--- src/verilog/dma_pkg.sv ---
package dma_pkg;

  //////////////////////////////
  // data path and memory sizes
  //////////////////////////////
  localparam int DATA_W      = 32;
  localparam int LITE_ADDR_W = 12;
  localparam int MEM_DEPTH   = 256;
  localparam int MEM_AW      = 8;
  // length may reach MEM_DEPTH, one bit wider than an index
  localparam int LEN_W       = 9;

  // stream fifo between the engines
  localparam int FIFO_DEPTH  = 8;
  localparam int FIFO_AW     = 3;

  //////////////////////////////
  // host register map
  //////////////////////////////
  localparam logic [LITE_ADDR_W-1:0] REG_CONTROL = 12'h000;
  localparam logic [LITE_ADDR_W-1:0] REG_STATUS  = 12'h004;
  localparam logic [LITE_ADDR_W-1:0] REG_SRC     = 12'h008;
  localparam logic [LITE_ADDR_W-1:0] REG_DST     = 12'h00C;
  localparam logic [LITE_ADDR_W-1:0] REG_LENGTH  = 12'h010;
  // memory window, word index in byte address bits 9..2
  localparam logic [LITE_ADDR_W-1:0] MEM_BASE    = 12'h400;

  // axi response codes
  localparam logic [1:0] RESP_OKAY   = 2'b00;
  localparam logic [1:0] RESP_SLVERR = 2'b10;

  // control and status bit positions
  localparam int CTRL_START_BIT  = 0;
  localparam int CTRL_IRQ_EN_BIT = 1;
  localparam int STAT_BUSY_BIT   = 0;
  localparam int STAT_DONE_BIT   = 1;

endpackage

--- src/verilog/s2mm_engine.sv ---
`timescale 1ns/1ps

module s2mm_engine (
  input  logic                        clock,
  input  logic                        reset_lock,
  input  logic                        start,
  input  logic [dma_pkg::MEM_AW-1:0]  dst_index,
  // incoming stream
  input  logic                        s_valid,
  output logic                        s_ready,
  input  logic [dma_pkg::DATA_W-1:0]  s_data,
  input  logic                        s_last,
  // memory write port
  output logic                        wr_en,
  output logic [dma_pkg::MEM_AW-1:0]  wr_addr,
  output logic [dma_pkg::DATA_W-1:0]  wr_data,
  output logic                        xfer_done
);
  import dma_pkg::*;

  logic              armed;
  logic [MEM_AW-1:0] wr_idx;
  logic              accept;

  // always ready while a copy is running
  assign s_ready = armed;
  assign accept  = s_valid & armed;

  // each word written in the cycle it is taken
  assign wr_en   = accept;
  assign wr_addr = wr_idx;
  assign wr_data = s_data;
  // flags the final write, so done rises right after it
  assign xfer_done = accept & s_last;

  //////////////////////////////
  // arm and word counter
  //////////////////////////////
  always_ff @(posedge clock) begin
    if (!reset_lock) begin
      armed <= 1'b0;
    end else if (start) begin
      armed <= 1'b1;
    end else if (xfer_done) begin
      armed <= 1'b0;
    end
  end

  // destination index, wraps at memory end
  always_ff @(posedge clock) begin
    if (start) begin
      wr_idx <= dst_index;
    end else if (accept) begin
      wr_idx <= wr_idx + 1'b1;
    end
  end

endmodule

--- config.mk ---
export PLATFORM = sky130hd
export DESIGN_NAME = s2mm_engine
export DESIGN_NICKNAME = d
export VERILOG_FILES = /design/src/verilog/dma_pkg.sv /design/src/verilog/s2mm_engine.sv
export SDC_FILE = /design/constraint.sdc
export NUM_CORES = 1
export LEC_CHECK = 0
export BUFFER_PORTS_ARGS = -buffer_cell sky130_fd_sc_hd__buf_2
export CORE_ASPECT_RATIO = 0.75
export CORE_MARGIN = 2
export CORE_UTILIZATION = 33
export CTS_CLUSTER_SIZE = 14
export DETAILED_ROUTE_END_ITERATION = 6
export PLACE_DENSITY_LB_ADDON = 0.15
export SETUP_SLACK_MARGIN = 0.15
export SLEW_MARGIN = 20
export SYNTH_ARGS = -nofsm -noshare
export SYNTH_HDL_FRONTEND = slang
export SYNTH_SLANG_ARGS = --single-unit
--- constraint.sdc ---
create_clock -name clock -period 1.76 [get_ports clock]
set_input_delay 0.176 -clock clock [delete_from_list [all_inputs] [get_ports clock]]
set_output_delay 0.176 -clock clock [all_outputs]
set_load 0.01 [all_outputs]
==> flow_summary.toml <==
[detailed_routing]
via_per_inst = 4.92
initialDrtViolationCount = 15
ant_nets = 0
vias = 492
drtPass1Iterations = 6
drc = 6
wl_microns = 1270
wire_per_inst_microns = 12.7

[power]
power-per-cell-area_mw_per_mm2 = 826
pwr-share-clk = 0.292
seqPwrFrac = 0.518
p_leak_nw = 0.286
vdd_drop_max_uv = 309
p_int_mw = 0.399
p_sw_frac = 0.275
switchingPower_mw = 0.152
pwr-share-comb = 0.190
power_mw = 0.551

[status]
outcome = "complete, but fails checks"
violations = "design-rule violations"

[clock_tree]
clkTransAtPathRegs_ps = 60
htreeDepth = 1
cts_tree = "yes"
post-cts-setup-buffer-count = 0
insertion_delay_ps = 260
postCtsHoldBufs = 0
numCtsBuffers = 3
clock_tree.root_cell = "clkbuf_4"
clockBufferDepth = 2
cts.sinks = 9
ctsResizeCount = 0

[layout]
final_nets = 123
instances_no_fill = 100
diodes = 0
syn_to_final_growth_pct = -10.9
final_layout_size_suffix_gt1_frac = 0.382
fill_cells = 232
final_cell_area_sq_um = 667

[placement]
gp_congestion = 0.680
dp_cells = 96
io_buffers = 23
place_area_sq_um = 641
dpl.hpwl_microns = 915

[min_path]
worstHoldStart = "reset_lock"
min_to = "s_ready"
hold_path_class = "input pin to flip-flop"
whs_path_depth = 2

[setup_path]
setup.worst_path.start_class = "flip-flop"
worst-path-max-fanout = 4
cp_top_family = "simple AND/OR/NAND/NOR gates"
cp.required_ps = 1890
critPathSlowestCell = "or4_1"
reg2reg_to = "wr_addr[6]"
cp.arrival_ps = 1530
reg2reg_depth = 4
cp_cell_sequence = "ha_1 > nand2_1 > or4_1 > nand3_1"
critPathBufInv = 0
path_class = "flip-flop to flip-flop"
max_stage_delay_ps = 460
cp-end-kind = "flip-flop"
r2r_slack_ps = 360
rr_startpoint = "wr_addr[0]"

[timing]
fin_crit_sh = 0.793
layout_min_cycle_time_ps = 1400
fmax_ghz = 0.717
rsz0062_at_grt = "false"
fin_skew_ps = 0.170
slew_violations = 0
tightest_slew_ps = 312
setup-tns-final_ps = 0
setup_violations = 0
whs_ps = 125
slew_headroom = 0.792
hold_viol = 0

[synthesis]
synth_area_per_cell_sq_um = 9.01
yosysWarnings = 0
ys_seq_elements = 9
yosysSeqAreaShare = 0.348
synth_fp_nets = 129
syn_inst = 83
synth_cell_types = 19
syn_area_sq_um = 748

[floorplan]
rows = 14
die_w_microns = 59.0
die_y_microns = 45.2
io_pins = 88
die-area_sq_mm = 0.00267
core_region_area_sq_mm = 0.00207
initial_core_util = 0.362

[grt]
grt_max_degree = 21
gr-total-overflow = 0
track_usage = 0.0979
grt_pass1_wl_microns = 1850
first_global_vias = 405
antenna_found_initial = 0

[job]
cap_violations = 0
power groups by stage:
stage / Clock, mW / Combinational, mW / Sequential, mW
2_1_floorplan: 0 / 0.127 / 0.297
3_3_place_gp: 0 / 0.107 / 0.290
3_5_place_dp: 0 / 0.106 / 0.290
4_1_cts: 0.169 / 0.107 / 0.286
5_1_grt: 0.178 / 0.119 / 0.291
6_report: 0.161 / 0.104 / 0.286
how the worst max path moves through the flow:
| stage | from | end | slack (ps) | cells past startpoint |
|---|---|---|---|---|
| finish | wr_addr[0] | wr_addr[6] | 360 | 4 |
| global placement | wr_addr[0] | wr_addr[6] | 420 | 4 |
| global route | wr_addr[0] | wr_addr[6] | 230 | 4 |
| detailed placement | wr_addr[0] | wr_addr[6] | 370 | 4 |
| floorplan | wr_addr[0] | wr_addr[6] | 390 | 4 |
| CTS | wr_addr[0] | wr_addr[6] | 350 | 4 |
layer usage:
layer	track usage	vias up	part of all wire
li1	-	234	-
met1	0.123	223	0.47
met2	0.127	33	0.40
met3	0.0745	2	0.12
met4	0.0318	0	0.0039
met5	0	-	0
through the flow:
step	setup slack, ps	utilization
floorplan	386	-
global placement	415	0.310
detailed placement	373	0.310
CTS	354	0.323
global route	231	0.323
finish	364	0.323
final cells by class:
type	count	area [sq um]	area share
sequential	9	260	0.390
tap	24	30.0	0.0450
timing repair buffer	23	115	0.173
multi-input combinational	40	235	0.353
clock buffer	4	26.3	0.0394
cell usage after synthesis:
library cell | n | share of area
a21oi_1 | 1 | 0.0067
and2_1 | 1 | 0.0084
and3_1 | 1 | 0.0084
buf_2 | 1 | 0.0067
buf_4 | 33 | 0.33
dfxtp_1 | 1 | 0.027
edfxtp_1 | 8 | 0.32
ha_1 | 1 | 0.017
mux2_2 | 1 | 0.015
nand2_1 | 10 | 0.050
nand3_1 | 5 | 0.033
nand3_2 | 1 | 0.013
nand4_1 | 1 | 0.0084
nor2b_1 | 4 | 0.033
o21ai_0 | 7 | 0.047
or2_2 | 1 | 0.0084
or4_1 | 3 | 0.030
xnor2_1 | 1 | 0.012
xor2_1 | 2 | 0.023
cells in the final DEF, fill, tap and decap left out, types with 2 or more instances in the layout:
master / netlist / routed
o21ai_0: 7 / 7
or4_1: 3 / 3
edfxtp_1: 8 / 8
buf_2: 1 / 23
nor2b_1: 4 / 4
nand2_1: 10 / 10
clkbuf_4: 0 / 3
xor2_1: 2 / 2
nand3_1: 5 / 5
sequential cells by signal (all words and copies together) (netlist names):
signal   cells
s_ready      1
wr_addr      8
cells by family after synthesis:
| group | Yosys count | share of synthesized area |
|---|---|---|
| flops | 9 | 0.348 |
| xor+xnor | 3 | 0.0351 |
| simple gates | 27 | 0.194 |
| buf+inv | 34 | 0.338 |
| compound gates | 8 | 0.0535 |
| fa+ha+maj | 1 | 0.0167 |
| mux | 1 | 0.0150 |
(Power assumes the default switching activity.)
