### src/verilog/dma_pkg.sv
package dma_pkg;

  //////////////////////////////
  // data path and memory sizes
  //////////////////////////////
  localparam int DATA_W      = 32;
  localparam int LITE_ADDR_W = 12;
  localparam int MEM_DEPTH   = 256;
  localparam int MEM_AW      = 8;
  // length may reach MEM_DEPTH, one bit wider than an index
  localparam int LEN_W       = 9;

  // stream fifo between the engines
  localparam int FIFO_DEPTH  = 8;
  localparam int FIFO_AW     = 3;

  //////////////////////////////
  // host register map
  //////////////////////////////
  localparam logic [LITE_ADDR_W-1:0] REG_CONTROL = 12'h000;
  localparam logic [LITE_ADDR_W-1:0] REG_STATUS  = 12'h004;
  localparam logic [LITE_ADDR_W-1:0] REG_SRC     = 12'h008;
  localparam logic [LITE_ADDR_W-1:0] REG_DST     = 12'h00C;
  localparam logic [LITE_ADDR_W-1:0] REG_LENGTH  = 12'h010;
  // memory window, word index in byte address bits 9..2
  localparam logic [LITE_ADDR_W-1:0] MEM_BASE    = 12'h400;

  // axi response codes
  localparam logic [1:0] RESP_OKAY   = 2'b00;
  localparam logic [1:0] RESP_SLVERR = 2'b10;

  // control and status bit positions
  localparam int CTRL_START_BIT  = 0;
  localparam int CTRL_IRQ_EN_BIT = 1;
  localparam int STAT_BUSY_BIT   = 0;
  localparam int STAT_DONE_BIT   = 1;

endpackage

### src/verilog/stream_fifo.sv
`timescale 1ns/1ps

module stream_fifo (
  input  logic                        clock,
  input  logic                        reset_lock,
  // write side
  input  logic                        s_valid,
  output logic                        s_ready,
  input  logic [dma_pkg::DATA_W-1:0]  s_data,
  input  logic                        s_last,
  // read side
  output logic                        m_valid,
  input  logic                        m_ready,
  output logic [dma_pkg::DATA_W-1:0]  m_data,
  output logic                        m_last
);
  import dma_pkg::*;

  logic [DATA_W-1:0]  data_mem [FIFO_DEPTH];
  logic               last_mem [FIFO_DEPTH];
  logic [FIFO_AW-1:0] wr_ptr;
  logic [FIFO_AW-1:0] rd_ptr;
  logic [FIFO_AW:0]   count;
  logic               push;
  logic               pop;

  // back-pressure only when every slot is taken
  assign s_ready = count != (FIFO_AW+1)'(FIFO_DEPTH);
  assign m_valid = count != '0;
  assign m_data  = data_mem[rd_ptr];
  assign m_last  = last_mem[rd_ptr];

  assign push = s_valid & s_ready;
  assign pop  = m_valid & m_ready;

  // pointers wrap by width
  always_ff @(posedge clock) begin
    if (!reset_lock) begin
      wr_ptr <= '0;
      rd_ptr <= '0;
      count  <= '0;
    end else begin
      if (push) wr_ptr <= wr_ptr + 1'b1;
      if (pop)  rd_ptr <= rd_ptr + 1'b1;
      if (push && !pop) begin
        count <= count + 1'b1;
      end else if (pop && !push) begin
        count <= count - 1'b1;
      end
    end
  end

  // storage, data and last side by side
  always_ff @(posedge clock) begin
    if (push) begin
      data_mem[wr_ptr] <= s_data;
      last_mem[wr_ptr] <= s_last;
    end
  end

endmodule

### config.mk
export PLATFORM = sky130hd
export DESIGN_NAME = stream_fifo
export DESIGN_NICKNAME = d
export VERILOG_FILES = /design/src/verilog/dma_pkg.sv /design/src/verilog/stream_fifo.sv
export SDC_FILE = /design/constraint.sdc
export NUM_CORES = 1
export LEC_CHECK = 0
export ABC_AREA = 1
export BUFFER_PORTS_ARGS = -buffer_cell sky130_fd_sc_hd__clkbuf_2
export CORE_ASPECT_RATIO = 1.1
export CORE_UTILIZATION = 44
export DETAILED_ROUTE_END_ITERATION = 6
export GPL_TIMING_DRIVEN = 0
export MAX_ROUTING_LAYER = met4
export PLACE_DENSITY = 0.63
export SYNTH_ARGS = -nofsm -noshare
export SYNTH_HDL_FRONTEND = slang
export SYNTH_SLANG_ARGS = --single-unit
### constraint.sdc
create_clock -name clock -period 6 [get_ports clock]
set_input_delay 1.2 -clock clock [delete_from_list [all_inputs] [get_ports clock]]
set_output_delay 1.2 -clock clock [all_outputs]
set_load 0.01 [all_outputs]
==> flow_summary.html <==
<table>
<tr><th>Metric</th><th>Value</th></tr>
<tr><th colspan="2">STA</th></tr>
<tr><td>Slew HR</td><td>0.525</td></tr>
<tr><td>Final setup skew</td><td>0.0260 ns</td></tr>
<tr><td>Final slew viol count</td><td>0</td></tr>
<tr><td>Setup TNS Final</td><td>0 ns</td></tr>
<tr><td>Number of setup violations in the final report</td><td>0</td></tr>
<tr><td>Fin crit share</td><td>0.586</td></tr>
<tr><td>RSZ-0062 raised after global routing</td><td>no</td></tr>
<tr><td>Clock period minus worst slack</td><td>3.52 ns</td></tr>
<tr><td>Worst hold slack after final layout</td><td>0.495 ns</td></tr>
<tr><td>Final hold violations</td><td>0</td></tr>
<tr><td>Max Clock Freq</td><td>0.284 GHz</td></tr>
<tr><td>Transition time at the pin with the least slew margin</td><td>0.712 ns</td></tr>
<tr><th colspan="2">Worst setup path</th></tr>
<tr><td>Critical register-to-register path startpoint</td><td>count[1]$_SDFFE_PN0P_</td></tr>
<tr><td>Critical path required time</td><td>4.80 ns</td></tr>
<tr><td>Cells along the critical path</td><td>clkbuf_1 &gt; inv_1 &gt; clkbuf_1 &gt; nand2_1 &gt; nand2_1 &gt; clkbuf_2</td></tr>
<tr><td>Biggest cell delay along the critical path</td><td>0.55 ns</td></tr>
<tr><td>Endpoint arrival time on the critical path</td><td>2.32 ns</td></tr>
<tr><td>Critical path's slowest cell</td><td>sky130_fd_sc_hd__clkbuf_1</td></tr>
<tr><td>Setup crit end kind</td><td>primary output</td></tr>
<tr><td>Worst-path maximum fanout</td><td>10</td></tr>
<tr><td>Crit Path Class</td><td>flip-flop to primary output</td></tr>
<tr><td>CP startpoint kind</td><td>flip-flop</td></tr>
<tr><th colspan="2">Finish</th></tr>
<tr><td>Multi-input logic area</td><td>2690 µm²</td></tr>
<tr><td>Finished Layout Cells</td><td>1,413</td></tr>
<tr><td>Share of post-route cells with drive strength above 1</td><td>0.149</td></tr>
<tr><td>Most frequent cells in the layout</td><td>276 x sky130_fd_sc_hd__nor2_1, 264 x sky130_fd_sc_hd__edfxtp_1, 186 x sky130_fd_sc_hd__nand2_1</td></tr>
<tr><td>Number of inserted filler cells in the final layout</td><td>2,093</td></tr>
<tr><td>Post-layout net count</td><td>1,125</td></tr>
<tr><td>Post-route design area</td><td>13,000 µm²</td></tr>
<tr><td>Area Overhead vs Synth</td><td>16.2%</td></tr>
<tr><td>Sequential cell area in the final layout</td><td>8190 µm²</td></tr>
<tr><td>Leading cell type in the layout, fill and taps excluded</td><td>sky130_fd_sc_hd__nor2_1</td></tr>
<tr><th colspan="2">Outcome</th></tr>
<tr><td>Outcome</td><td>complete, no violations</td></tr>
<tr><th colspan="2">Clocking</th></tr>
<tr><td>Hold_buf cts</td><td>0</td></tr>
<tr><td>Number of gates given a new drive strength after cts</td><td>0</td></tr>
<tr><td>H-tree depth reported by CTS</td><td>1</td></tr>
<tr><td>TritonCTS clock tree</td><td>done</td></tr>
<tr><td>Clock transition at the registers of the reported paths</td><td>0.06 ns</td></tr>
<tr><td>Max clock buf depth</td><td>3</td></tr>
<tr><td>Total number of clock tree sinks</td><td>277</td></tr>
<tr><td>Worst-skew pair later-pin latency</td><td>0.54 ns</td></tr>
<tr><td>Library cell used as clock root buffer</td><td>sky130_fd_sc_hd__clkbuf_16</td></tr>
<tr><td>CTS buffer count</td><td>27</td></tr>
<tr><td>Post-CTS Setup Bufs</td><td>0</td></tr>
<tr><th colspan="2">Drt</th></tr>
<tr><td>DR vias/cell</td><td>5.07</td></tr>
<tr><td>Initial DRC Count</td><td>506</td></tr>
<tr><td>Via count</td><td>7,158</td></tr>
<tr><td>Overall routed net length</td><td>24,900 µm</td></tr>
<tr><td>Iteration count of the initial detailed-routing pass</td><td>5</td></tr>
<tr><td>Number of antenna-violating nets in the routed design</td><td>0</td></tr>
<tr><td>Number of design rule violations left after detail routing</td><td>0</td></tr>
<tr><td>Wire per inst</td><td>17.6 µm</td></tr>
<tr><th colspan="2">GRT</th></tr>
<tr><td>Global-route usage over all layers</td><td>0.201</td></tr>
<tr><td>Remaining global-route overflow</td><td>0</td></tr>
<tr><td>Wire length of the first global-routing pass</td><td>38,700 µm</td></tr>
<tr><td>Initial antenna violation count</td><td>1</td></tr>
<tr><td>Largest net degree at the start of global routing</td><td>26</td></tr>
<tr><td>Vias in the first global route</td><td>7,130</td></tr>
<tr><th colspan="2">Run</th></tr>
<tr><td>Max Cap Viol</td><td>0</td></tr>
<tr><th colspan="2">Placed design</th></tr>
<tr><td>Placed Instance Area</td><td>12,100 µm²</td></tr>
<tr><td>Cell Count Post-Placement</td><td>1,363</td></tr>
<tr><td># port buffers</td><td>71</td></tr>
<tr><td>HPWL after detailed placement</td><td>15,900 µm</td></tr>
<tr><td>Last weighted congestion value of the routability-driven placer</td><td>0.779</td></tr>
<tr><th colspan="2">Power and ir drop</th></tr>
<tr><td>Worst vdd ir</td><td>0.236 mV</td></tr>
<tr><td>Static leakage power</td><td>4.91 nW</td></tr>
<tr><td>Post-route total power</td><td>0.00550 W</td></tr>
<tr><td>Power density normalized to cell area</td><td>423 nW/µm²</td></tr>
<tr><th colspan="2">Yosys</th></tr>
<tr><td>Number of synthesized register bits</td><td>277</td></tr>
<tr><td>Post-synthesis cell count</td><td>974</td></tr>
<tr><td>Area of the mapped netlist</td><td>11,200 µm²</td></tr>
<tr><td>Net Count, Synth</td><td>1,017</td></tr>
<tr><td>Distinct cells, synth</td><td>20</td></tr>
<tr><td>Post-synthesis area per instance</td><td>11.5 µm²</td></tr>
<tr><td>Post-synthesis sequential area ratio</td><td>0.732</td></tr>
<tr><td>Number of warnings reported in the yosys synthesis log</td><td>0</td></tr>
<tr><th colspan="2">Min path</th></tr>
<tr><td>Worst Min Path Start</td><td>wr_ptr[0]$_SDFFE_PN0P_</td></tr>
<tr><td>HP Class</td><td>flip-flop to flip-flop</td></tr>
<tr><th colspan="2">Floorplan</th></tr>
<tr><td>Die ar.</td><td>26,100 µm²</td></tr>
<tr><td>Core outline area</td><td>24,700 µm²</td></tr>
<tr><td>Row cnt</td><td>60</td></tr>
<tr><td>Effective utilization at floorplan</td><td>0.453</td></tr>
<tr><td>Horizontal extent of the die</td><td>154 µm</td></tr>
<tr><td>Top-Level Pins</td><td>72</td></tr>
<tr><td>Die Ht</td><td>169 µm</td></tr>
</table>
[cell usage after synthesis, drive strengths merged]
master,n,area [µm²]
buf,41,269
fa,1,20.0
nand2,186,698
nor2,284,1070
o21ai,137,686
xor2,3,26.3
ha,5,62.6
clkbuf,9,33.8
or2,1,6.26
inv,18,70.1
a21oi,5,25.0
edfxtp,264,7930
nand3,7,35.0
dfxtp,13,260
[path summary, 6_finish.rpt]
kind,slack [ns],cells past startpoint,endpoint
worst max-delay path,2.48,6,m_data[13]
worst min-delay path,0.50,2,wr_ptr[0]$_SDFFE_PN0P_
worst max register to register,3.83,12,count[3]$_SDFFE_PN0P_
worst min register to register,0.50,2,wr_ptr[0]$_SDFFE_PN0P_
[routing by layer]
| layer | part of all wire | global-route usage | vias up |
|---|---|---|---|
| met4 | 0.019 | 0.0491 | 0 |
| met1 | 0.44 | 0.253 | 3421 |
| met3 | 0.051 | 0.0278 | 35 |
| li1 | - | - | 3531 |
| met5 | 0 | - | - |
| met2 | 0.49 | 0.345 | 171 |
[registers in the layout, indices dropped and copies added (netlist names), named ones only]
register,count
data_mem,256
last_mem,8
count,4
rd_ptr,3
wr_ptr,3
[kinds of logic (layout without fill, tap and decap cells)]
group,count (synthesis),in the layout,share of synthesized area
flops,277,277,0.732
other cells,0,1,0
compound gates,142,142,0.0635
simple gates,478,478,0.161
fa+ha+maj,6,6,0.00738
xor+xnor,3,3,0.00235
buf+inv,68,196,0.0333
[per-stage QoR]
stage | util | setup slack [ns]
floorplan | - | 2.70
global placement | 0.483 | 1.40
detailed placement | 0.492 | 3.03
CTS | 0.526 | 2.46
global route | 0.526 | 2.35
finish | 0.526 | 2.48
[cell type report]
| cell class | instances | area share |
|---|---|---|
| timing repair buffer | 79 | 0.0396 |
| buffer | 50 | 0.0233 |
| clock buffer | 35 | 0.0582 |
| antenna | 1 | 0.000192 |
| multi-input combinational | 629 | 0.207 |
| inverter | 18 | 0.00539 |
| tap | 310 | 0.0298 |
| sequential | 277 | 0.630 |
| clock inverter | 14 | 0.00712 |
[worst max-delay path, delay by kind of cell, from the launching register on]
family | cells | cell delay [ns]
flops | 1 | 0.29
buf+inv | 4 | 1.22
simple gates | 2 | 0.28
[report_power, final]
part | switching [W] | leakage (nW) | total, W | internal [W]
Clock | 0.000686 | 0.423 | 0.00161 | 0.000928
Sequential | 0.0000420 | 2.50 | 0.00230 | 0.00225
Combinational | 0.00105 | 1.98 | 0.00159 | 0.000538
Total | 0.00178 | 4.91 | 0.00550 | 0.00372
(Power assumes the default switching activity.)
