===== src/verilog/dma_pkg.sv =====
package dma_pkg;

  //////////////////////////////
  // data path and memory sizes
  //////////////////////////////
  localparam int DATA_W      = 32;
  localparam int LITE_ADDR_W = 12;
  localparam int MEM_DEPTH   = 256;
  localparam int MEM_AW      = 8;
  // length may reach MEM_DEPTH, one bit wider than an index
  localparam int LEN_W       = 9;

  // stream fifo between the engines
  localparam int FIFO_DEPTH  = 8;
  localparam int FIFO_AW     = 3;

  //////////////////////////////
  // host register map
  //////////////////////////////
  localparam logic [LITE_ADDR_W-1:0] REG_CONTROL = 12'h000;
  localparam logic [LITE_ADDR_W-1:0] REG_STATUS  = 12'h004;
  localparam logic [LITE_ADDR_W-1:0] REG_SRC     = 12'h008;
  localparam logic [LITE_ADDR_W-1:0] REG_DST     = 12'h00C;
  localparam logic [LITE_ADDR_W-1:0] REG_LENGTH  = 12'h010;
  // memory window, word index in byte address bits 9..2
  localparam logic [LITE_ADDR_W-1:0] MEM_BASE    = 12'h400;

  // axi response codes
  localparam logic [1:0] RESP_OKAY   = 2'b00;
  localparam logic [1:0] RESP_SLVERR = 2'b10;

  // control and status bit positions
  localparam int CTRL_START_BIT  = 0;
  localparam int CTRL_IRQ_EN_BIT = 1;
  localparam int STAT_BUSY_BIT   = 0;
  localparam int STAT_DONE_BIT   = 1;

endpackage


===== src/verilog/dma_regs.sv =====
`timescale 1ns/1ps

module dma_regs (
  input  logic                             clock,
  input  logic                             reset_lock,
  // axi4-lite write address and data
  input  logic [dma_pkg::LITE_ADDR_W-1:0]  awaddr,
  input  logic                             awvalid,
  output logic                             awready,
  input  logic [dma_pkg::DATA_W-1:0]       wdata,
  input  logic [3:0]                       wstrb,
  input  logic                             wvalid,
  output logic                             wready,
  output logic [1:0]                       bresp,
  output logic                             bvalid,
  input  logic                             bready,
  // axi4-lite read
  input  logic [dma_pkg::LITE_ADDR_W-1:0]  araddr,
  input  logic                             arvalid,
  output logic                             arready,
  output logic [dma_pkg::DATA_W-1:0]       rdata,
  output logic [1:0]                       rresp,
  output logic                             rvalid,
  input  logic                             rready,
  output logic                             irq,
  // engine control
  output logic                             busy,
  output logic                             start,
  output logic [dma_pkg::MEM_AW-1:0]       src_index,
  output logic [dma_pkg::MEM_AW-1:0]       dst_index,
  output logic [dma_pkg::LEN_W-1:0]        length,
  input  logic                             xfer_done,
  // host side of the memory
  output logic [dma_pkg::MEM_AW-1:0]       host_rd_addr,
  input  logic [dma_pkg::DATA_W-1:0]       host_rd_data,
  output logic                             host_wr_en,
  output logic [dma_pkg::MEM_AW-1:0]       host_wr_addr,
  output logic [dma_pkg::DATA_W-1:0]       host_wr_data
);
  import dma_pkg::*;

  logic              irq_en;
  logic              done;
  // one ready register serves both aw and w, they always pulse together
  logic              wr_ready_q;
  logic              aw_hs;
  logic              ar_hs;
  logic              aw_is_mem;
  logic              ar_is_mem;
  logic              wr_go;
  logic              rd_go;
  // window read waiting out the memory latency
  logic              rd_mem_wait;
  logic [DATA_W-1:0] reg_rdata;

  // byte address falls inside the 1 KiB memory window
  function automatic logic in_window(input logic [LITE_ADDR_W-1:0] addr);
    return addr[LITE_ADDR_W-1:MEM_AW+2] == MEM_BASE[LITE_ADDR_W-1:MEM_AW+2];
  endfunction

  function automatic logic is_reg(input logic [LITE_ADDR_W-1:0] addr);
    return addr inside {REG_CONTROL, REG_STATUS, REG_SRC, REG_DST, REG_LENGTH};
  endfunction

  //////////////////////////////
  // handshakes and decode
  //////////////////////////////
  assign awready   = wr_ready_q;
  assign wready    = wr_ready_q;
  assign aw_hs     = awvalid & wvalid & wr_ready_q;
  assign ar_hs     = arvalid & arready;
  assign aw_is_mem = in_window(awaddr);
  assign ar_is_mem = in_window(araddr);

  // window held off while the engines own the memory
  assign wr_go = awvalid & wvalid & ~wr_ready_q & ~bvalid & ~(aw_is_mem & busy);
  // a write in flight may be a start, so hold window reads for it too
  assign rd_go = arvalid & ~arready & ~rvalid & ~rd_mem_wait
               & ~(ar_is_mem & (busy | aw_hs));

  // host memory port, only used while busy is low
  assign host_wr_en   = aw_hs & aw_is_mem;
  assign host_wr_addr = awaddr[MEM_AW+1:2];
  assign host_wr_data = wdata;
  assign host_rd_addr = araddr[MEM_AW+1:2];

  assign irq = done & irq_en;

  // register read mux, zero for anything unmapped
  always_comb begin
    reg_rdata = '0;
    case (araddr)
      REG_CONTROL: reg_rdata[CTRL_IRQ_EN_BIT] = irq_en;
      REG_STATUS: begin
        reg_rdata[STAT_BUSY_BIT] = busy;
        reg_rdata[STAT_DONE_BIT] = done;
      end
      REG_SRC:    reg_rdata[MEM_AW-1:0] = src_index;
      REG_DST:    reg_rdata[MEM_AW-1:0] = dst_index;
      REG_LENGTH: reg_rdata[LEN_W-1:0]  = length;
      default:    reg_rdata = '0;
    endcase
  end

  //////////////////////////////
  // control state
  //////////////////////////////
  always_ff @(posedge clock) begin
    if (!reset_lock) begin
      wr_ready_q  <= 1'b0;
      bvalid      <= 1'b0;
      arready     <= 1'b0;
      rvalid      <= 1'b0;
      rd_mem_wait <= 1'b0;
      irq_en      <= 1'b0;
      busy        <= 1'b0;
      done        <= 1'b0;
      start       <= 1'b0;
      src_index   <= '0;
      dst_index   <= '0;
      length      <= '0;
    end else begin
      wr_ready_q <= wr_go;
      arready    <= rd_go;
      start      <= 1'b0;

      // b channel
      if (aw_hs) begin
        bvalid <= 1'b1;
      end else if (bready) begin
        bvalid <= 1'b0;
      end

      // register writes, window and unmapped fall to default
      if (aw_hs) begin
        case (awaddr)
          REG_CONTROL: begin
            irq_en <= wdata[CTRL_IRQ_EN_BIT];
            // start ignored while a copy runs
            if (wdata[CTRL_START_BIT] && !busy) begin
              if (length == '0) begin
                done <= 1'b1;
              end else begin
                busy  <= 1'b1;
                start <= 1'b1;
              end
            end
          end
          // write one to clear done
          REG_STATUS: if (wdata[STAT_DONE_BIT]) done <= 1'b0;
          REG_SRC:    src_index <= wdata[MEM_AW-1:0];
          REG_DST:    dst_index <= wdata[MEM_AW-1:0];
          REG_LENGTH: length    <= wdata[LEN_W-1:0];
          default: ;
        endcase
      end

      // end of copy wins over a clear in the same cycle
      if (xfer_done) begin
        busy <= 1'b0;
        done <= 1'b1;
      end

      // r channel
      if (ar_hs) begin
        rd_mem_wait <= ar_is_mem;
        rvalid      <= ~ar_is_mem;
      end else if (rd_mem_wait) begin
        rd_mem_wait <= 1'b0;
        rvalid      <= 1'b1;
      end else if (rready) begin
        rvalid <= 1'b0;
      end
    end
  end

  // response payload
  always_ff @(posedge clock) begin
    if (aw_hs) begin
      bresp <= (aw_is_mem || is_reg(awaddr)) ? RESP_OKAY : RESP_SLVERR;
    end
    if (ar_hs && !ar_is_mem) begin
      rdata <= reg_rdata;
      rresp <= is_reg(araddr) ? RESP_OKAY : RESP_SLVERR;
    end else if (rd_mem_wait) begin
      // memory word registered one cycle after the address
      rdata <= host_rd_data;
      rresp <= RESP_OKAY;
    end
  end

endmodule


===== config.mk =====
export PLATFORM = sky130hd
export DESIGN_NAME = dma_regs
export DESIGN_NICKNAME = d
export VERILOG_FILES = /design/src/verilog/dma_pkg.sv /design/src/verilog/dma_regs.sv
export SDC_FILE = /design/constraint.sdc
export NUM_CORES = 1
export LEC_CHECK = 0
export BUFFER_PORTS_ARGS = -buffer_cell sky130_fd_sc_hd__clkbuf_2
export CAP_MARGIN = 20
export CORE_MARGIN = 2
export CORE_UTILIZATION = 42
export DETAILED_ROUTE_END_ITERATION = 7
export PLACE_DENSITY_LB_ADDON = 0.05
export SKIP_LAST_GASP = 1
export SLEW_MARGIN = 5
export SYNTH_ARGS = -nofsm -noshare
export SYNTH_HDL_FRONTEND = slang
export SYNTH_SLANG_ARGS = --single-unit

===== constraint.sdc =====
create_clock -name clock -period 2.2 [get_ports clock]
set_clock_uncertainty 0.05 [all_clocks]
set_input_delay 0.11 -clock clock [delete_from_list [all_inputs] [get_ports clock]]
set_output_delay 0.11 -clock clock [all_outputs]
set_load 0.02 [all_outputs]

==> results of run 1 <==
==> final cells by class <==
class | instances | area (sq um)
Clock buffer | 11 | 163
Clock inverter | 5 | 80.1
Fill cell | 740 | 3280
Inverter | 3 | 11.3
Multi-Input combinational cell | 209 | 1400
Sequential cell | 68 | 1470
Tap cell | 102 | 128
Timing Repair Buffer | 199 | 1150
==> power by group <==
part / total (mW) / internal, mW / switching (mW)
combinational: 0.383 / 0.167 / 0.217
clock: 1.21 / 0.739 / 0.471
sequential: 1.33 / 1.31 / 0.0204
==> cells by family (layout without fill, tap and decap cells) <==
| kind of cell | Yosys count | in the layout | share of synthesized area (%) |
|---|---|---|---|
| simple gates | 114 | 114 | 18.7 |
| flops | 68 | 68 | 44.2 |
| buf+inv | 67 | 218 | 13.8 |
| mux | 52 | 52 | 15.7 |
| compound gates | 41 | 41 | 7.45 |
| other cells | 1 | 2 | 0.113 |
==> worst paths after layout <==
kind | slack [ns] | from | end
worst max register to register | 0.51 | arready$_SDFF_PN0_ | rdata[3]$_DFFE_PP_
worst min-delay path | 0.02 | host_rd_data[3] | rdata[3]$_DFFE_PP_
worst min register to register | 0.45 | rdata[31]$_SDFFE_PP0P_ | rdata[31]$_SDFFE_PP0P_
worst max-delay path | 0.51 | arready$_SDFF_PN0_ | rdata[3]$_DFFE_PP_
==> per-stage QoR <==
step | instances | setup slack (ns) | util (%) | hold WS, ns | cell area, sq um
after floorplan | 344 | 0.393 | - | 0.191 | 3330
after global placement | 553 | 0.316 | 50.5 | 0.170 | 3880
after detailed placement | 553 | 0.294 | 50.5 | 0.170 | 3880
after CTS | 597 | 0.496 | 57.3 | 0.00307 | 4400
after global routing | 597 | 0.354 | 57.3 | 0.0237 | 4400
final | 597 | 0.506 | 57.3 | 0.0170 | 4400
==> synthesized netlist by cell type, types with 2 or more instances <==
| cell | count | area [sq um] |
|---|---|---|
| inv_1 | 3 | 11.3 |
| clkbuf_1 | 11 | 41.3 |
| a21boi_0 | 2 | 15.0 |
| nor4b_1 | 2 | 17.5 |
| a22oi_1 | 7 | 52.6 |
| buf_4 | 51 | 383 |
| nor2b_1 | 32 | 200 |
| o21ai_0 | 17 | 85.1 |
| nand2_1 | 15 | 56.3 |
| nor2_1 | 39 | 146 |
| edfxtp_1 | 11 | 330 |
| a21oi_1 | 10 | 50.1 |
| dfxtp_1 | 57 | 1140 |
| nor4_1 | 4 | 25.0 |
| nand4b_1 | 2 | 17.5 |
| nand2b_1 | 2 | 12.5 |
| nand3_1 | 4 | 20.0 |
| mux2i_1 | 52 | 521 |
| and2_1 | 3 | 18.8 |
==> worst min-delay path, cell delays in order <==
cell and delay, ns:
clkbuf_2 0.08, nand2_1 0.03, o21ai_0 0.06
==> per-layer routing <==
metal	GRT usage (%)	up-vias
met1	23.6	1300
met5	0	-
met2	32.3	110
met3	4.19	22
li1	-	1429
met4	8.46	0
==> registers in the layout, summed over array words and instances, names as in the netlist <==
| register | cells |
|---|---|
| irq_en | 1 |
| awready | 1 |
| done | 1 |
| src_index | 8 |
| length | 9 |
| dst_index | 8 |
| rvalid | 1 |
| bvalid | 1 |
| rresp | 1 |
| start | 1 |
| rdata | 32 |
| bresp | 1 |
| busy | 1 |
| rd_mem_wait | 1 |
| arready | 1 |
==> timing repair <==
action / in CTS / in global routing
endpoints found under the hold margin: 27 / 0
buffers inserted: 0 / 0
hold buffers: 28 / 0
==> run_results.csv, run 1 <==
group,metric,value,unit
clocking,cts-htree-levels,3,
worst_setup_path,worstPathRequired,2.13,ns
worst_setup_path,cpMaxStageDelayCell,"or2_2",
min_path,min_path_cells,3,
worst_setup_path,r2r_cells,3,
logic_synthesis,synth_edf_count,11,
final_layout,nets,590,
logic_synthesis,ys_warn_count,0,
sta,final_hold_viol_count,0,
route,first_pass_iters,4,
place,gp_congestion,0.804,
pwr,ir_drop,0.413,mV
worst_setup_path,cp_top_family,"simple AND/OR/NAND/NOR gates",
logic_synthesis,syn-instance-count,343,
global_route,grt_use_total,19.2,%
sta,slew_violations,0,
clocking,cts_tree,"done",
floorplanning,coreArea,7690,sq um
logic_synthesis,synth.distinct_cells,38,
sta,fmax,0.590,GHz
clocking,clk_latency,0.33,ns
floorplanning,die_h,93.0,um
run_status,status,"finished, final reports clean",
final_layout,antennaDiodeCount,0,
worst_setup_path,crit_type,"register to register",
floorplanning,start_util,43.3,%
route,routed_wl,8350,um
route,drt_iter0_drc,92,
floorplanning,placementRows,32,
route,via_count,2861,
clocking,postCtsResizedCells,0,
logic_synthesis,ys_ff_latch,68,
clocking,root_buffer,"clkbuf_8",
worst_setup_path,critPathArrivalTime,1.62,ns
pwr,power,2.92,mW
sta,worst_pin_slew,0.555,ns
final_layout,layout_common_cells,"165 x clkbuf_2, 57 x dfxtp_1, 52 x mux2i_1",
flow_run,drv_cap,0,
worst_setup_path,path_buf_inv,0,
global_route,grt_overflow,0,
clocking,cts_num_sinks,68,
logic_synthesis,ys_seq_area_share,44.2,%
route,wl_met2,4020,um
floorplanning,die_x,93.0,um
floorplanning,die_area,8650,sq um
logic_synthesis,synthArstFlopShare,0,%
pwr,p_leak,2.09,nW
global_route,antenna_found_initial,0,
place,numPortBuffers,165,
final_layout,layout_commonest_cell,"clkbuf_2",
worst_setup_path,worstPathCellList,"nand2_1 > or2_2 > nand2b_1",
sta,period_share,77.0,%
route,antenna_left,0,
sta,rsz0062_at_grt,"no",
worst_setup_path,critPathLaunchType,"register",
route,avgViaCountPerCell,4.79,
min_path,min_path_type,"input pin to register",
pwr,power.density,663,nW/um^2
sta,period_minus_slack,1.69,ns
logic_synthesis,synth_area,3330,sq um
worst_setup_path,worstSetupEndpointType,"register",
worst_setup_path,slowest_delay,0.44,ns
final_layout,synthToLayoutAreaGrowth,32.4,%
route,route.detailed.drc,0,
global_route,grt_pass1_vias,2720,
final_layout,drive_gt1_share,39.4,%
floorplanning,io_pins,218,
clocking,cts_made_buffers,9,
worst_setup_path,cp_num_cells,3,
sta,tns,0,ns
clocking,clkTransAtPathRegs,0.07,ns
route,maxUsedRoutingLayer,"met4",
sta,relSlewSlack,63.0,%
route,wl_per_cell,14.0,um
global_route,grt_pass1_wl,13000,um
logic_synthesis,avgSynthCellArea,9.70,sq um
worst_setup_path,path_max_fanout,12,
global_route,grt_max_degree,35,
route,dr_wl_met3,559,um
clocking,clock_path_buffers,2,
place,dp_hpwl,6210,um
route,met1Wirelength,3600,um
logic_synthesis,synthFlopType,"dfxtp_1",
sta,setup_violations,0,
No activity file was read; power rests on OpenSTA's default activity.
==> run 2: changes to the inputs <==
--- a/config.mk
+++ b/config.mk
@@ -8,7 +8,7 @@
 export BUFFER_PORTS_ARGS = -buffer_cell sky130_fd_sc_hd__clkbuf_2
 export CAP_MARGIN = 20
 export CORE_MARGIN = 2
-export CORE_UTILIZATION = 42
+export CORE_UTILIZATION = 38
 export DETAILED_ROUTE_END_ITERATION = 7
 export PLACE_DENSITY_LB_ADDON = 0.05
 export SKIP_LAST_GASP = 1
==> constraint.sdc (replaced) <==
create_clock -name clock -period 1.5 [get_ports clock]
set_clock_uncertainty 0.05 [all_clocks]
set_input_delay 0.075 -clock clock [delete_from_list [all_inputs] [get_ports clock]]
set_output_delay 0.075 -clock clock [all_outputs]
set_load 0.02 [all_outputs]
==> run 2 against run 1 <==
  * Non-clock buffer count is 36 higher
  * Power is 43% higher
  * Register-to-register slack worse by 0.46 ns
  * Final cell count is 7.0% higher
  * Combinational power is 61% higher
  * Global-route usage is 0.37 points lower
  * Clock power is 35% higher
  * Worst setup slack worse by 0.46 ns
==> run_results.csv, run 2 (same netlist as run 1, synthesis figures left out) <==
group,metric,value,unit
final_layout,nets,626,
global_route,antenna_found_initial,0,
sta,final_hold_viol_count,0,
floorplanning,die_area,9520,sq um
worst_setup_path,rr_endpoint,"awready$_SDFF_PN0_",
min_path,min_path_type,"input pin to register",
worst_setup_path,worstSetupEndpointType,"register",
clocking,cts_made_buffers,9,
flow_run,drv_cap,0,
final_layout,largest-register,"rdata",
clocking,clkTransAtPathRegs,0.08,ns
place,numPortBuffers,165,
worst_setup_path,regToRegSetupSlack,0.04,ns
floorplanning,coreArea,8590,sq um
run_status,status,"finished, final reports clean",
sta,rsz0062_at_grt,"yes",
place,pre_cts_ws,-0.322,ns
route,first_pass_iters,4,
floorplanning,io_pins,218,
pwr,ir_drop,0.451,mV
sta,slew_violations,0,
route,wl_met2,4180,um
route,antenna_left,0,
worst_setup_path,critPathArrivalTime,1.69,ns
pwr,p_leak,2.28,nW
route,via_count,2957,
route,drt_iter0_drc,79,
sta,period_share,97.3,%
route,routed_wl,8990,um
final_layout,antennaDiodeCount,0,
floorplanning,placementRows,34,
sta,period_minus_slack,1.46,ns
worst_setup_path,crit_type,"register to register",
clocking,clock_path_buffers,2,
sta,fmax,0.685,GHz
route,avgViaCountPerCell,4.63,
final_layout,largest_reg_flops,32,
sta,layout_setup_ws,0.0411,ns
clocking,cts-htree-levels,3,
clocking,cts_num_sinks,68,
global_route,grt_max_degree,35,
final_layout,layout_common_cells,"165 x clkbuf_2, 54 x dfxtp_1, 52 x mux2i_1",
final_layout,drive_gt1_share,43.3,%
place,gp_congestion,0.726,
min_path,whs_endpoint,"dst_index[5]$_SDFFE_PN0P_",
floorplanning,die_x,97.6,um
route,dr_wl_met3,604,um
route,route.detailed.drc,0,
sta,relSlewSlack,60.2,%
worst_setup_path,worstPathRequired,1.73,ns
global_route,grt_pass1_wl,14300,um
route,maxUsedRoutingLayer,"met4",
pwr,power,4.19,mW
clocking,cts_tree,"done",
route,wl_per_cell,14.1,um
final_layout,synthToLayoutAreaGrowth,43.0,%
worst_setup_path,critPathLaunchType,"register",
place,place_area,4100,sq um
clocking,clk_latency,0.35,ns
sta,worst_pin_slew,0.597,ns
worst_setup_path,r2r-start,"awready$_SDFF_PN0_",
clocking,root_buffer,"clkbuf_8",
min_path,min_path_cells,3,
final_layout,final_area,4760,sq um
place,dp_hpwl,6540,um
final_layout,layout_commonest_cell,"clkbuf_2",
pwr,power.density,881,nW/um^2
global_route,grt_pass1_vias,2876,
route,met1Wirelength,4020,um
worst_setup_path,r2r_cells,5,
global_route,grt_overflow,0,
final_layout,top_regs,"rdata: 32 flops, length: 9 flops",
floorplanning,die_h,97.6,um
floorplanning,start_util,38.7,%
worst_setup_path,path_max_fanout,3,
sta,setup_violations,0,
global_route,grt_use_total,18.8,%
min_path,min-delay-start,"wdata[5]",
## run 2: cell count changes in the layout (fill, tap and decap cells not counted), sizes merged
cell	previous run	this run
buf	6	31
dlygate4sd3	28	39
bufinv	2	1
clkbuf	176	175
clkinv	2	3
inv	4	5
## run 2: what timing repair did
item | in CTS | in global routing
gates cloned | 0 | 0
endpoints found under the hold margin | 39 | 1
hold buffers | 38 | 1
gates resized for setup | 1 | 12
pin swaps | 0 | 8
endpoints found under the setup margin | 1 | 17
buffers inserted | 0 | 1
## run 2: routing by layer
layer | vias up | track usage (%)
li1 | 1496 | -
met1 | 1312 | 23.6
met2 | 127 | 31.1
met3 | 22 | 4.75
met4 | 0 | 7.37
met5 | - | 0
## run 2: how the worst max path moves through the flow
stage,endpoint,start
floorplan,length[0]$_SDFFE_PN0P_,awaddr[10]
global placement,length[4]$_SDFFE_PN0P_,awaddr[7]
detailed placement,length[5]$_SDFFE_PN0P_,awaddr[7]
CTS,host_wr_en,awready$_SDFF_PN0_
global route,rdata[5]$_DFFE_PP_,arready$_SDFF_PN0_
finish,awready$_SDFF_PN0_,awready$_SDFF_PN0_
## run 2: per-stage QoR
step	TNS, ns	util (%)	hold slack, ns	cells
floorplan	-2.45	-	0.156	344
global placement	-6.68	47.7	0.100	583
detailed placement	-7.32	47.7	0.100	583
CTS	0	54.7	0.000613	637
global route	-0.152	55.4	0.0212	639
finish	0	55.4	0.00725	639
## run 2: worst max-delay path: stages (launching register included)
cell	delay (ns)
dfxtp_2	0.33
buf_4	0.13
nor2_1	0.08
nand4_1	0.10
dlygate4sd3_1	0.59
a21oi_1	0.11
## run 2: report_power, final
part	leakage [nW]	switching [mW]	total, mW	internal, mW
Sequential	0.564	0.0301	1.95	1.92
Combinational	1.60	0.333	0.617	0.283
Clock	0.112	0.748	1.63	0.878
Total	2.28	1.11	4.19	3.08
## run 2: area by class of cell
cell class | instances | area [sq um]
clock inverter | 6 | 67.6
tap | 108 | 135
inverter | 3 | 11.3
timing repair buffer | 235 | 1470
multi-input combinational | 209 | 1450
clock buffer | 10 | 149
fill | 831 | 3840
sequential | 68 | 1480
